File: src/logic/mini_pipe_pkg.sv
`default_nettype none

package mini_pipe_pkg;

    typedef logic [31:0] word_t;
    typedef logic [31:0] addr_t;
    typedef logic [4:0]  reg_idx_t;

    typedef enum logic [2:0] {
        ALU_ADD,
        ALU_SUB,
        ALU_AND,
        ALU_OR,
        ALU_XOR,
        ALU_SLT,
        ALU_PASS2
    } alu_op_e;

    typedef enum logic {
        OP2_RS2,
        OP2_IMM
    } op2_sel_e;

    typedef enum logic [1:0] {
        WB_ALU,
        WB_LOAD,
        WB_PC4
    } wb_sel_e;

    typedef enum logic [1:0] {
        BR_NONE,
        BR_BEQ,
        BR_BNE,
        BR_JAL
    } br_kind_e;

    // per-instruction control, zero means a bubble
    typedef struct packed {
        alu_op_e  alu_op;
        op2_sel_e op2_sel;
        br_kind_e br_kind;
        wb_sel_e  wb_sel;
        logic     rf_wen;
        logic     mem_ren;
        logic     mem_wen;
        logic     halt;
        reg_idx_t rs1;
        reg_idx_t rs2;
        reg_idx_t rd;
    } ctrl_t;

    // result held by a later stage, as seen by operand forwarding
    typedef struct packed {
        logic     valid;
        logic     can_forward;
        reg_idx_t rd;
        word_t    data;
    } fwd_t;

endpackage

`default_nettype wire

File: src/logic/inst_decoder.sv
`timescale 1ns/1ps
`default_nettype none

module inst_decoder (
    input  wire mini_pipe_pkg::word_t inst_i,
    output mini_pipe_pkg::ctrl_t      ctrl_o,
    output mini_pipe_pkg::word_t      imm_o
);

    import mini_pipe_pkg::*;

    logic [6:0] opcode;
    logic [2:0] funct3;
    logic [6:0] funct7;
    word_t      imm_i;
    word_t      imm_s;
    word_t      imm_b;
    word_t      imm_j;
    word_t      imm_u;

    assign opcode = inst_i[6:0];
    assign funct3 = inst_i[14:12];
    assign funct7 = inst_i[31:25];

    assign imm_i = {{20{inst_i[31]}}, inst_i[31:20]};
    assign imm_s = {{20{inst_i[31]}}, inst_i[31:25], inst_i[11:7]};
    assign imm_b = {{19{inst_i[31]}}, inst_i[31], inst_i[7], inst_i[30:25], inst_i[11:8], 1'b0};
    assign imm_j = {{11{inst_i[31]}}, inst_i[31], inst_i[19:12], inst_i[20], inst_i[30:21], 1'b0};
    assign imm_u = {inst_i[31:12], 12'b0};

    always_comb begin
        ctrl_o = '0;
        imm_o  = '0;
        case (opcode)
            7'b0110011: begin
                ctrl_o.rs1    = inst_i[19:15];
                ctrl_o.rs2    = inst_i[24:20];
                ctrl_o.rd     = inst_i[11:7];
                ctrl_o.rf_wen = 1'b1;
                case ({funct7, funct3})
                    {7'h00, 3'b000}: ctrl_o.alu_op = ALU_ADD;
                    {7'h20, 3'b000}: ctrl_o.alu_op = ALU_SUB;
                    {7'h00, 3'b111}: ctrl_o.alu_op = ALU_AND;
                    {7'h00, 3'b110}: ctrl_o.alu_op = ALU_OR;
                    {7'h00, 3'b100}: ctrl_o.alu_op = ALU_XOR;
                    {7'h00, 3'b010}: ctrl_o.alu_op = ALU_SLT;
                    default:         ctrl_o = '0;
                endcase
            end
            7'b0010011: begin
                // only addi among the op-imm group
                if (funct3 == 3'b000) begin
                    ctrl_o.rs1     = inst_i[19:15];
                    ctrl_o.rd      = inst_i[11:7];
                    ctrl_o.rf_wen  = 1'b1;
                    ctrl_o.op2_sel = OP2_IMM;
                    imm_o          = imm_i;
                end
            end
            7'b0110111: begin
                ctrl_o.rd      = inst_i[11:7];
                ctrl_o.rf_wen  = 1'b1;
                ctrl_o.op2_sel = OP2_IMM;
                ctrl_o.alu_op  = ALU_PASS2;
                imm_o          = imm_u;
            end
            7'b0000011: begin
                if (funct3 == 3'b010) begin
                    ctrl_o.rs1     = inst_i[19:15];
                    ctrl_o.rd      = inst_i[11:7];
                    ctrl_o.rf_wen  = 1'b1;
                    ctrl_o.mem_ren = 1'b1;
                    ctrl_o.wb_sel  = WB_LOAD;
                    ctrl_o.op2_sel = OP2_IMM;
                    imm_o          = imm_i;
                end
            end
            7'b0100011: begin
                if (funct3 == 3'b010) begin
                    ctrl_o.rs1     = inst_i[19:15];
                    ctrl_o.rs2     = inst_i[24:20];
                    ctrl_o.mem_wen = 1'b1;
                    ctrl_o.op2_sel = OP2_IMM;
                    imm_o          = imm_s;
                end
            end
            7'b1100011: begin
                if (funct3 == 3'b000 || funct3 == 3'b001) begin
                    ctrl_o.rs1     = inst_i[19:15];
                    ctrl_o.rs2     = inst_i[24:20];
                    ctrl_o.br_kind = (funct3 == 3'b000) ? BR_BEQ : BR_BNE;
                    imm_o          = imm_b;
                end
            end
            7'b1101111: begin
                ctrl_o.rd      = inst_i[11:7];
                ctrl_o.rf_wen  = 1'b1;
                ctrl_o.wb_sel  = WB_PC4;
                ctrl_o.br_kind = BR_JAL;
                imm_o          = imm_j;
            end
            7'b1110011: begin
                if (inst_i == 32'h0000_0073) begin
                    ctrl_o.halt = 1'b1;
                end
            end
            default: ctrl_o = '0;
        endcase
    end

endmodule

`default_nettype wire

File: src/logic/operand_select.sv
`timescale 1ns/1ps
`default_nettype none

module operand_select (
    input  wire mini_pipe_pkg::ctrl_t ctrl_i,
    input  wire mini_pipe_pkg::word_t imm_i,
    input  wire mini_pipe_pkg::addr_t pc_i,
    input  wire mini_pipe_pkg::ctrl_t ex_ctrl_i,
    input  wire                       ex_valid_i,
    input  wire mini_pipe_pkg::fwd_t  mem_fwd_i,
    input  wire mini_pipe_pkg::fwd_t  wb_fwd_i,
    input  wire mini_pipe_pkg::word_t rs1_data_i,
    input  wire mini_pipe_pkg::word_t rs2_data_i,
    output mini_pipe_pkg::word_t      op1_o,
    output mini_pipe_pkg::word_t      op2_o,
    output mini_pipe_pkg::word_t      store_data_o,
    output logic                      hazard_stall_o
);

    import mini_pipe_pkg::*;

    word_t rs1_val;
    word_t rs2_val;
    logic  ex_load_hit;
    logic  mem_load_hit;

    // youngest producer wins
    function automatic word_t pick(reg_idx_t idx, word_t rf, fwd_t m, fwd_t w);
        if (idx == '0) begin
            return '0;
        end
        if (m.valid && m.can_forward && m.rd == idx) begin
            return m.data;
        end
        if (w.valid && w.rd == idx) begin
            return w.data;
        end
        return rf;
    endfunction

    assign rs1_val = pick(ctrl_i.rs1, rs1_data_i, mem_fwd_i, wb_fwd_i);
    assign rs2_val = pick(ctrl_i.rs2, rs2_data_i, mem_fwd_i, wb_fwd_i);

    // jal computes its link value pc + 4 in the alu
    assign op1_o = (ctrl_i.br_kind == BR_JAL) ? pc_i : rs1_val;
    assign op2_o = (ctrl_i.br_kind == BR_JAL) ? 32'd4 :
                   (ctrl_i.op2_sel == OP2_IMM) ? imm_i : rs2_val;
    assign store_data_o = rs2_val;

    assign ex_load_hit = ex_valid_i && ex_ctrl_i.mem_ren && ex_ctrl_i.rd != '0 &&
                         (ex_ctrl_i.rd == ctrl_i.rs1 || ex_ctrl_i.rd == ctrl_i.rs2);

    // a load still in memory has no data to forward yet
    assign mem_load_hit = mem_fwd_i.valid && !mem_fwd_i.can_forward && mem_fwd_i.rd != '0 &&
                          (mem_fwd_i.rd == ctrl_i.rs1 || mem_fwd_i.rd == ctrl_i.rs2);

    assign hazard_stall_o = ex_load_hit || mem_load_hit;

endmodule

`default_nettype wire

File: src/logic/execute_unit.sv
`timescale 1ns/1ps
`default_nettype none

module execute_unit (
    input  wire mini_pipe_pkg::ctrl_t ctrl_i,
    input  wire mini_pipe_pkg::addr_t pc_i,
    input  wire mini_pipe_pkg::word_t imm_i,
    input  wire mini_pipe_pkg::word_t op1_i,
    input  wire mini_pipe_pkg::word_t op2_i,
    output mini_pipe_pkg::word_t      alu_out_o,
    output logic                      branch_taken_o,
    output mini_pipe_pkg::addr_t      branch_target_o
);

    import mini_pipe_pkg::*;

    always_comb begin
        case (ctrl_i.alu_op)
            ALU_ADD:   alu_out_o = op1_i + op2_i;
            ALU_SUB:   alu_out_o = op1_i - op2_i;
            ALU_AND:   alu_out_o = op1_i & op2_i;
            ALU_OR:    alu_out_o = op1_i | op2_i;
            ALU_XOR:   alu_out_o = op1_i ^ op2_i;
            ALU_SLT:   alu_out_o = {31'b0, $signed(op1_i) < $signed(op2_i)};
            ALU_PASS2: alu_out_o = op2_i;
            default:   alu_out_o = op1_i + op2_i;
        endcase
    end

    always_comb begin
        case (ctrl_i.br_kind)
            BR_BEQ:  branch_taken_o = (op1_i == op2_i);
            BR_BNE:  branch_taken_o = (op1_i != op2_i);
            BR_JAL:  branch_taken_o = 1'b1;
            default: branch_taken_o = 1'b0;
        endcase
    end

    // b and j offsets are both pc relative
    assign branch_target_o = pc_i + imm_i;

endmodule

`default_nettype wire

File: src/logic/load_store_unit.sv
`timescale 1ns/1ps
`default_nettype none

module load_store_unit (
    input  wire                       clk,
    input  wire                       rst_n_i,
    input  wire                       valid_i,
    input  wire mini_pipe_pkg::ctrl_t ctrl_i,
    input  wire mini_pipe_pkg::addr_t addr_i,
    input  wire mini_pipe_pkg::word_t wdata_i,
    input  wire                       dmem_ack_i,
    input  wire mini_pipe_pkg::word_t dmem_rdata_i,
    output logic                      dmem_req_o,
    output logic                      dmem_we_o,
    output mini_pipe_pkg::addr_t      dmem_addr_o,
    output mini_pipe_pkg::word_t      dmem_wdata_o,
    output mini_pipe_pkg::word_t      rdata_o,
    output logic                      stall_o
);

    logic access;
    logic done_q;

    assign access = valid_i && (ctrl_i.mem_ren || ctrl_i.mem_wen);

    // set for the one cycle in which the stage moves on
    always_ff @(posedge clk or negedge rst_n_i) begin
        if (!rst_n_i) begin
            done_q <= 1'b0;
        end else if (done_q) begin
            done_q <= 1'b0;
        end else if (access && dmem_ack_i) begin
            done_q <= 1'b1;
        end
    end

    always_ff @(posedge clk) begin
        if (access && dmem_ack_i) begin
            rdata_o <= dmem_rdata_i;
        end
    end

    assign dmem_req_o   = access && !done_q;
    assign dmem_we_o    = ctrl_i.mem_wen;
    assign dmem_addr_o  = addr_i;
    assign dmem_wdata_o = wdata_i;
    assign stall_o      = access && !done_q;

endmodule

`default_nettype wire

File: src/logic/register_file.sv
`timescale 1ns/1ps
`default_nettype none

module register_file (
    input  wire                          clk,
    input  wire                          rst_n_i,
    input  wire                          wen_i,
    input  wire mini_pipe_pkg::reg_idx_t rd_i,
    input  wire mini_pipe_pkg::wb_sel_e  wb_sel_i,
    input  wire mini_pipe_pkg::word_t    alu_i,
    input  wire mini_pipe_pkg::word_t    load_i,
    input  wire mini_pipe_pkg::addr_t    pc_i,
    input  wire mini_pipe_pkg::reg_idx_t rs1_i,
    input  wire mini_pipe_pkg::reg_idx_t rs2_i,
    output mini_pipe_pkg::word_t         rs1_data_o,
    output mini_pipe_pkg::word_t         rs2_data_o,
    output mini_pipe_pkg::word_t         wdata_o
);

    import mini_pipe_pkg::*;

    word_t regs [31:1];

    always_comb begin
        case (wb_sel_i)
            WB_LOAD: wdata_o = load_i;
            WB_PC4:  wdata_o = pc_i + 32'd4;
            default: wdata_o = alu_i;
        endcase
    end

    always_ff @(posedge clk or negedge rst_n_i) begin
        if (!rst_n_i) begin
            for (int i = 1; i < 32; i++) begin
                regs[i] <= '0;
            end
        end else if (wen_i && rd_i != '0) begin
            regs[rd_i] <= wdata_o;
        end
    end

    // x0 is hardwired
    assign rs1_data_o = (rs1_i == '0) ? '0 : regs[rs1_i];
    assign rs2_data_o = (rs2_i == '0) ? '0 : regs[rs2_i];

endmodule

`default_nettype wire

File: src/logic/pipeline_core.sv
`timescale 1ns/1ps
`default_nettype none

module pipeline_core #(
    parameter mini_pipe_pkg::addr_t RESET_PC = 32'h0000_0000
) (
    input  wire                       clk,
    input  wire                       rst_n_i,
    output mini_pipe_pkg::addr_t      imem_addr_o,
    input  wire mini_pipe_pkg::word_t imem_data_i,
    output logic                      dmem_req_o,
    output logic                      dmem_we_o,
    output mini_pipe_pkg::addr_t      dmem_addr_o,
    output mini_pipe_pkg::word_t      dmem_wdata_o,
    input  wire                       dmem_ack_i,
    input  wire mini_pipe_pkg::word_t dmem_rdata_i,
    output logic                      halt_o
);

    import mini_pipe_pkg::*;

    addr_t pc_q;
    logic  fetch_off_q;

    logic  id_valid;
    addr_t id_pc;
    word_t id_inst;
    ctrl_t dec_ctrl;
    word_t dec_imm;

    logic  ds_valid;
    addr_t ds_pc;
    ctrl_t ds_ctrl;
    word_t ds_imm;
    word_t ds_op1;
    word_t ds_op2;
    word_t ds_sdata;
    logic  ds_hazard;

    logic  exe_valid;
    addr_t exe_pc;
    ctrl_t exe_ctrl;
    word_t exe_imm;
    word_t exe_op1;
    word_t exe_op2;
    word_t exe_sdata;
    word_t exe_alu;
    logic  exe_taken;
    addr_t exe_target;

    logic  mem_valid;
    addr_t mem_pc;
    ctrl_t mem_ctrl;
    word_t mem_alu;
    word_t mem_sdata;
    word_t mem_rdata;
    logic  mem_stall;

    logic  wb_valid;
    addr_t wb_pc;
    ctrl_t wb_ctrl;
    word_t wb_alu;
    word_t wb_load;
    word_t wb_wdata;

    word_t rs1_data;
    word_t rs2_data;
    fwd_t  mem_fwd;
    fwd_t  wb_fwd;

    logic  hazard;
    logic  front_hold;
    logic  br_redirect;
    logic  halt_flush;
    logic  flush;

    assign hazard      = ds_valid && ds_hazard;
    assign front_hold  = mem_stall || hazard;
    assign br_redirect = !mem_stall && exe_valid && exe_taken;
    // ecall drains what is older and kills what is younger
    assign halt_flush  = !mem_stall && exe_valid && exe_ctrl.halt;
    assign flush       = br_redirect || halt_flush;

    assign imem_addr_o = pc_q;

    always_ff @(posedge clk or negedge rst_n_i) begin
        if (!rst_n_i) begin
            pc_q        <= RESET_PC;
            fetch_off_q <= 1'b0;
            id_valid    <= 1'b0;
            ds_valid    <= 1'b0;
            exe_valid   <= 1'b0;
            mem_valid   <= 1'b0;
            wb_valid    <= 1'b0;
            halt_o      <= 1'b0;
        end else begin
            if (halt_flush) begin
                fetch_off_q <= 1'b1;
            end
            if (br_redirect) begin
                pc_q <= exe_target;
            end else if (!front_hold && !fetch_off_q && !halt_flush) begin
                pc_q <= pc_q + 32'd4;
            end
            if (flush) begin
                id_valid <= 1'b0;
                ds_valid <= 1'b0;
            end else if (!front_hold) begin
                id_valid <= !fetch_off_q;
                ds_valid <= id_valid;
            end
            if (!mem_stall) begin
                exe_valid <= ds_valid && !hazard && !flush;
                mem_valid <= exe_valid;
            end
            wb_valid <= mem_valid && !mem_stall;
            if (!mem_stall && mem_valid && mem_ctrl.halt) begin
                halt_o <= 1'b1;
            end
        end
    end

    always_ff @(posedge clk) begin
        if (!front_hold) begin
            id_pc   <= pc_q;
            id_inst <= imem_data_i;
            ds_pc   <= id_pc;
            ds_ctrl <= dec_ctrl;
            ds_imm  <= dec_imm;
        end
        if (!mem_stall) begin
            exe_pc    <= ds_pc;
            exe_ctrl  <= ds_ctrl;
            exe_imm   <= ds_imm;
            exe_op1   <= ds_op1;
            exe_op2   <= ds_op2;
            exe_sdata <= ds_sdata;
            mem_pc    <= exe_pc;
            mem_ctrl  <= exe_ctrl;
            mem_alu   <= exe_alu;
            mem_sdata <= exe_sdata;
            wb_pc     <= mem_pc;
            wb_ctrl   <= mem_ctrl;
            wb_alu    <= mem_alu;
            wb_load   <= mem_rdata;
        end
    end

    assign mem_fwd = '{valid: mem_valid && mem_ctrl.rf_wen, can_forward: !mem_ctrl.mem_ren,
                       rd: mem_ctrl.rd, data: mem_alu};
    assign wb_fwd  = '{valid: wb_valid && wb_ctrl.rf_wen, can_forward: 1'b1,
                       rd: wb_ctrl.rd, data: wb_wdata};

    inst_decoder u_decoder (
        .inst_i (id_inst),
        .ctrl_o (dec_ctrl),
        .imm_o  (dec_imm)
    );

    operand_select u_operand_select (
        .ctrl_i         (ds_ctrl),
        .imm_i          (ds_imm),
        .pc_i           (ds_pc),
        .ex_ctrl_i      (exe_ctrl),
        .ex_valid_i     (exe_valid),
        .mem_fwd_i      (mem_fwd),
        .wb_fwd_i       (wb_fwd),
        .rs1_data_i     (rs1_data),
        .rs2_data_i     (rs2_data),
        .op1_o          (ds_op1),
        .op2_o          (ds_op2),
        .store_data_o   (ds_sdata),
        .hazard_stall_o (ds_hazard)
    );

    execute_unit u_execute (
        .ctrl_i          (exe_ctrl),
        .pc_i            (exe_pc),
        .imm_i           (exe_imm),
        .op1_i           (exe_op1),
        .op2_i           (exe_op2),
        .alu_out_o       (exe_alu),
        .branch_taken_o  (exe_taken),
        .branch_target_o (exe_target)
    );

    load_store_unit u_lsu (
        .clk          (clk),
        .rst_n_i      (rst_n_i),
        .valid_i      (mem_valid),
        .ctrl_i       (mem_ctrl),
        .addr_i       (mem_alu),
        .wdata_i      (mem_sdata),
        .dmem_ack_i   (dmem_ack_i),
        .dmem_rdata_i (dmem_rdata_i),
        .dmem_req_o   (dmem_req_o),
        .dmem_we_o    (dmem_we_o),
        .dmem_addr_o  (dmem_addr_o),
        .dmem_wdata_o (dmem_wdata_o),
        .rdata_o      (mem_rdata),
        .stall_o      (mem_stall)
    );

    register_file u_regfile (
        .clk        (clk),
        .rst_n_i    (rst_n_i),
        .wen_i      (wb_valid && wb_ctrl.rf_wen),
        .rd_i       (wb_ctrl.rd),
        .wb_sel_i   (wb_ctrl.wb_sel),
        .alu_i      (wb_alu),
        .load_i     (wb_load),
        .pc_i       (wb_pc),
        .rs1_i      (ds_ctrl.rs1),
        .rs2_i      (ds_ctrl.rs2),
        .rs1_data_o (rs1_data),
        .rs2_data_o (rs2_data),
        .wdata_o    (wb_wdata)
    );

endmodule

`default_nettype wire

File: config.mk
export PLATFORM = sky130hd
export DESIGN_NAME = pipeline_core
export DESIGN_NICKNAME = d
export VERILOG_FILES = /design/src/logic/mini_pipe_pkg.sv /design/src/logic/inst_decoder.sv /design/src/logic/operand_select.sv /design/src/logic/execute_unit.sv /design/src/logic/load_store_unit.sv /design/src/logic/register_file.sv /design/src/logic/pipeline_core.sv
export SDC_FILE = /design/constraint.sdc
export NUM_CORES = 2
export LEC_CHECK = 0
export ABC_AREA = 1
export BUFFER_PORTS_ARGS = -buffer_cell sky130_fd_sc_hd__buf_2
export CELL_PAD_IN_SITES_DETAIL_PLACEMENT = 1
export CELL_PAD_IN_SITES_GLOBAL_PLACEMENT = 1
export CORE_MARGIN = 8
export CORE_UTILIZATION = 39
export DETAILED_ROUTE_END_ITERATION = 16
export PLACE_DENSITY_LB_ADDON = 0.1
export SLEW_MARGIN = 20
export SYNTH_ARGS = -nofsm -noshare
export SYNTH_HDL_FRONTEND = slang
export SYNTH_SLANG_ARGS = --single-unit
File: constraint.sdc
create_clock -name clk -period 10 [get_ports clk]
set_clock_uncertainty 0.05 [all_clocks]
set_input_delay 0.5 -clock clk [delete_from_list [all_inputs] [get_ports clk]]
set_output_delay 0.5 -clock clk [all_outputs]
set_load 0.1 [all_outputs]
==> results.py <==
metrics = {
    "detailed_routing": {
        "drc": 0,
        "drt_iter0_markers": 8530,
        "wl_per_cell_um": 30.0,
        "wirelength_um": 402000,
        "vias": 80500,
        "first_pass_iters": 5,
        "via_per_inst": 6.00,
        "postRouteAntennaNets": 0,
    },
    "floorplanning": {
        "fp.dieArea_um2": 235000,
        "ios": 166,
        "die_w_um": 485,
        "die_h_um": 485,
        "start_util_pct": 39.1,
        "num_rows": 172,
        "core_um2": 219000,
    },
    "grt": {
        "grt-ovfl-total": 0,
        "antenna_found_initial": 22,
        "grt_start_max_net_pins": 252,
        "grt_pass1_wl_um": 583000,
        "grtUsageTotal_pct": 33.1,
        "grt_pass1_vias": 81900,
    },
    "logic_synthesis": {
        "yosysMostFrequentCell": "nand2_1",
        "synth_top_family_by_area": "compound AO/OA/AOI/OAI gates",
        "avgSynthCellArea_um2": 8.13,
        "synthTopCellsByCount": "nand2_1, o21ai_0, dfrtp_1",
        "synthAdderAreaFrac_pct": 1.98,
        "netlist_area_um2": 85900,
        "synth_simple_gate_area_share_pct": 18.2,
        "syn_nets": 10800,
        "synthMuxAreaShare_pct": 0.0117,
        "synth_xor_area_share_pct": 0.735,
        "synthArstFlopShare_pct": 64.3,
        "synth-compound-area-share_pct": 20.9,
        "ys_ff_latch": 1606,
        "synth_ff_type": "dfrtp_1",
        "synth_area_leaders": "dfrtp_1, edfxtp_1, nand2_1, o21ai_0, a21oi_1",
        "synth.distinct_cells": 62,
        "ys_warn_count": 0,
        "synth.top_cell.area_share_pct": 30.1,
        "synth-seq-area-share_pct": 50.2,
        "syn_inst": 10600,
        "synth_top_area_cell": "dfrtp_1",
        "synth-edff-count": 574,
    },
    "final_layout": {
        "fin_nets": 10600,
        "drive_gt1_share_pct": 8.06,
        "fill_cells": 25900,
        "area_delta_synth_final_pct": 11.5,
        "seqCellArea_um2": 43100,
        "multi_input_comb_area_um2": 36100,
        "postLayoutCellArea_um2": 95700,
    },
    "setup_path": {
        "critPathBufInv": 4,
        "cp_cell_sequence": "buf_4 > buf_4 > inv_1 > nand2_1 > buf_4 > nor2_4 > a21oi_1 > o21ai_0 > nor2_1 > nand2_1 > nand2_1 > nand2_1 > nand3_1 > nand2_1 > a21oi_1",
        "crit_slowest_cell": "a21oi_1",
        "crit_family": "buffers and inverters",
        "cp_common_cell": "nand2_1",
        "cpPeakStageDelay_ns": 0.77,
        "critPathCaptureType": "flop",
        "crit_fanout": 26,
        "path_class": "flop to flop",
        "arrival_ns": 5.84,
        "start_kind": "flop",
        "cp.required_ns": 10.44,
    },
    "timing": {
        "tns_ns": 0,
        "worstMarginPinSlew_ns": 1.21,
        "finalCritPeriodShare_pct": 54.0,
        "finalSetupViolCount": 0,
        "max_freq_mhz": 185,
        "worst_slack_ns": 4.60,
        "hold_viol": 0,
        "finalCriticalPeriod_ns": 5.40,
        "rsz0062_at_grt": "no",
        "slew_viol_final": 0,
        "max_slew_margin_pct": 19.3,
    },
    "cts": {
        "clock_path_buffers": 3,
        "ctsRootBufferMaster": "clkbuf_16",
        "cts.clk_slew.worst_paths_ns": 0.06,
        "cts_tree": "yes",
        "cts_buffers": 189,
        "post_cts_resized": 0,
        "htreeDepth": 4,
        "cts.sinks": 1606,
        "clk_latency_ns": 0.88,
    },
    "power": {
        "power_uw": 32300,
        "power_density_nw_per_um2": 337,
        "p_leak_uw": 0.0409,
        "ir_drop_uv": 259,
        "power_switching_uw": 15400,
        "power_frac_clock_pct": 22.6,
        "p_seq_share_pct": 35.3,
        "comb_power_share_pct": 42.1,
        "p_sw_share_pct": 47.8,
        "p_int_uw": 16900,
    },
    "place": {
        "dpl_cell_area_um2": 88500,
        "gp_congestion": 0.927,
        "port-buffer-count": 165,
        "dp_slack_ns": 4.74,
        "dp_hpwl_um": 258000,
    },
    "flow_run": {
        "max_cap_violations": 0,
    },
    "status": {
        "outcome": "completed",
    },
    "hold_path": {
        "hp-class": "primary input to asynchronous set/reset pin",
    },
}
## repair_timing
action / 4_1_cts / 5_1_grt
setup buffers: 0 / 0
endpoints found under the hold margin: 140 / 0
hold buffers: 66 / 0
setup endpoints to repair: 0 / 0
## final timing paths
check | to | start | depth (start not counted) | slack, ns
setup / recovery | exe_op2[23]$_SDFFCE_PP0N_ | ds_ctrl[8]$_SDFFCE_PN0N_ | 15 | 4.60
hold / removal | u_regfile.regs[407]$_DFFE_PN0P_ | rst_n_i | 2 | 0.20
setup reg to reg | exe_op2[23]$_SDFFCE_PP0N_ | ds_ctrl[8]$_SDFFCE_PN0N_ | 15 | 4.60
hold reg to reg | wb_pc[0]$_DFFE_PN_ | mem_pc[0]$_DFFE_PN_ | 0 | 0.35
max in group asynchronous | u_regfile.regs[583]$_DFFE_PN0P_ | rst_n_i | 4 | 7.36
min in group clk | id_inst[10]$_DFFE_PN_ | imem_data_i[10] | 2 | 0.29
## cells in the final DEF, fill, tap and decap left out, types with 12 or more instances in the layout
| cell type | n |
|---|---|
| nand2_1 | 2346 |
| o21ai_0 | 1564 |
| dfrtp_1 | 1032 |
| a21oi_1 | 903 |
| inv_1 | 838 |
| nand3_1 | 681 |
| edfxtp_1 | 574 |
| nor2_1 | 441 |
| o21ai_1 | 360 |
| o211ai_1 | 198 |
| clkbuf_16 | 190 |
| buf_2 | 164 |
| buf_4 | 157 |
| ha_1 | 131 |
| o2111ai_1 | 80 |
| dlygate4sd3_1 | 66 |
| nand4_1 | 65 |
| or2_2 | 57 |
| inv_2 | 55 |
| clkbuf_8 | 55 |
| xor2_1 | 44 |
| nor3_1 | 43 |
| o221ai_1 | 41 |
| clkbuf_1 | 35 |
| o22ai_1 | 33 |
| clkinv_2 | 31 |
| xnor2_1 | 28 |
| a221oi_1 | 22 |
| o21bai_1 | 20 |
| nor4_1 | 19 |
| nand2_2 | 17 |
| nor2_2 | 16 |
| a31oi_1 | 15 |
| a22oi_1 | 15 |
| a211oi_1 | 14 |
| buf_12 | 14 |
| nor2_4 | 13 |
| a21o_1 | 13 |
| nand3b_1 | 12 |
## layer usage
metal	share of wire, %	up-vias	global-route usage (%)
met4	5.9	4	16.8
li1	-	35500	-
met1	42	40900	44.0
met2	45	3207	52.6
met5	0.0080	-	0
met3	6.9	913	5.31
## stage by stage
step	std cells	hold slack [ns]	util, %
2_1_floorplan	10600	0.154	-
4_1_cts	13400	0.216	43.6
6_report	13400	0.203	43.7
5_1_grt	13400	0.263	43.7
3_5_place_dp	13000	0.355	40.4
3_3_place_gp	13000	0.350	40.4
## cell type report
type / count / share of cell area (%)
inverter: 909 / 3.63
tap: 2871 / 3.75
sequential: 1606 / 45.0
multi-input combinational: 7270 / 37.7
clock inverter: 74 / 0.898
antenna: 6 / 0.0157
clock buffer: 280 / 5.89
timing repair buffer: 403 / 3.10
## flip-flops by register name, indices dropped and copies added (netlist names), 8 cells and up
name and cells:
exe_imm 32, id_inst 32, exe_sdata 32, exe_op1 32, wb_load 32, ds_ctrl 27, u_lsu.rdata_o 32, exe_ctrl 16
wb_alu 32, exe_pc 32, exe_op2 32, u_regfile.regs 992, mem_sdata 32, wb_pc 32, ds_imm 32, ds_pc 32
mem_ctrl 11, id_pc 32, mem_pc 32, mem_alu 32, wb_ctrl 8, imem_addr_o 32
## power by group through the flow
stage / combinational (uW) / sequential (uW) / clock [uW]
CTS: 13400 / 11300 / 7390
finish: 13600 / 11400 / 7300
global route: 14700 / 11600 / 7600
global placement: 13100 / 11300 / 0
floorplan: 7660 / 11600 / 0
detailed placement: 13300 / 11400 / 0
## logic make-up after synthesis
family	count (synthesis)
buffers and inverters	1681
flip-flops	1606
adder cells (fa/ha/maj)	134
XOR/XNOR	72
AND/OR/NAND/NOR	3742
multiplexers	1
AO/OA/AOI/OAI	3321
Note: power is estimated with default switching activity, not from simulation.
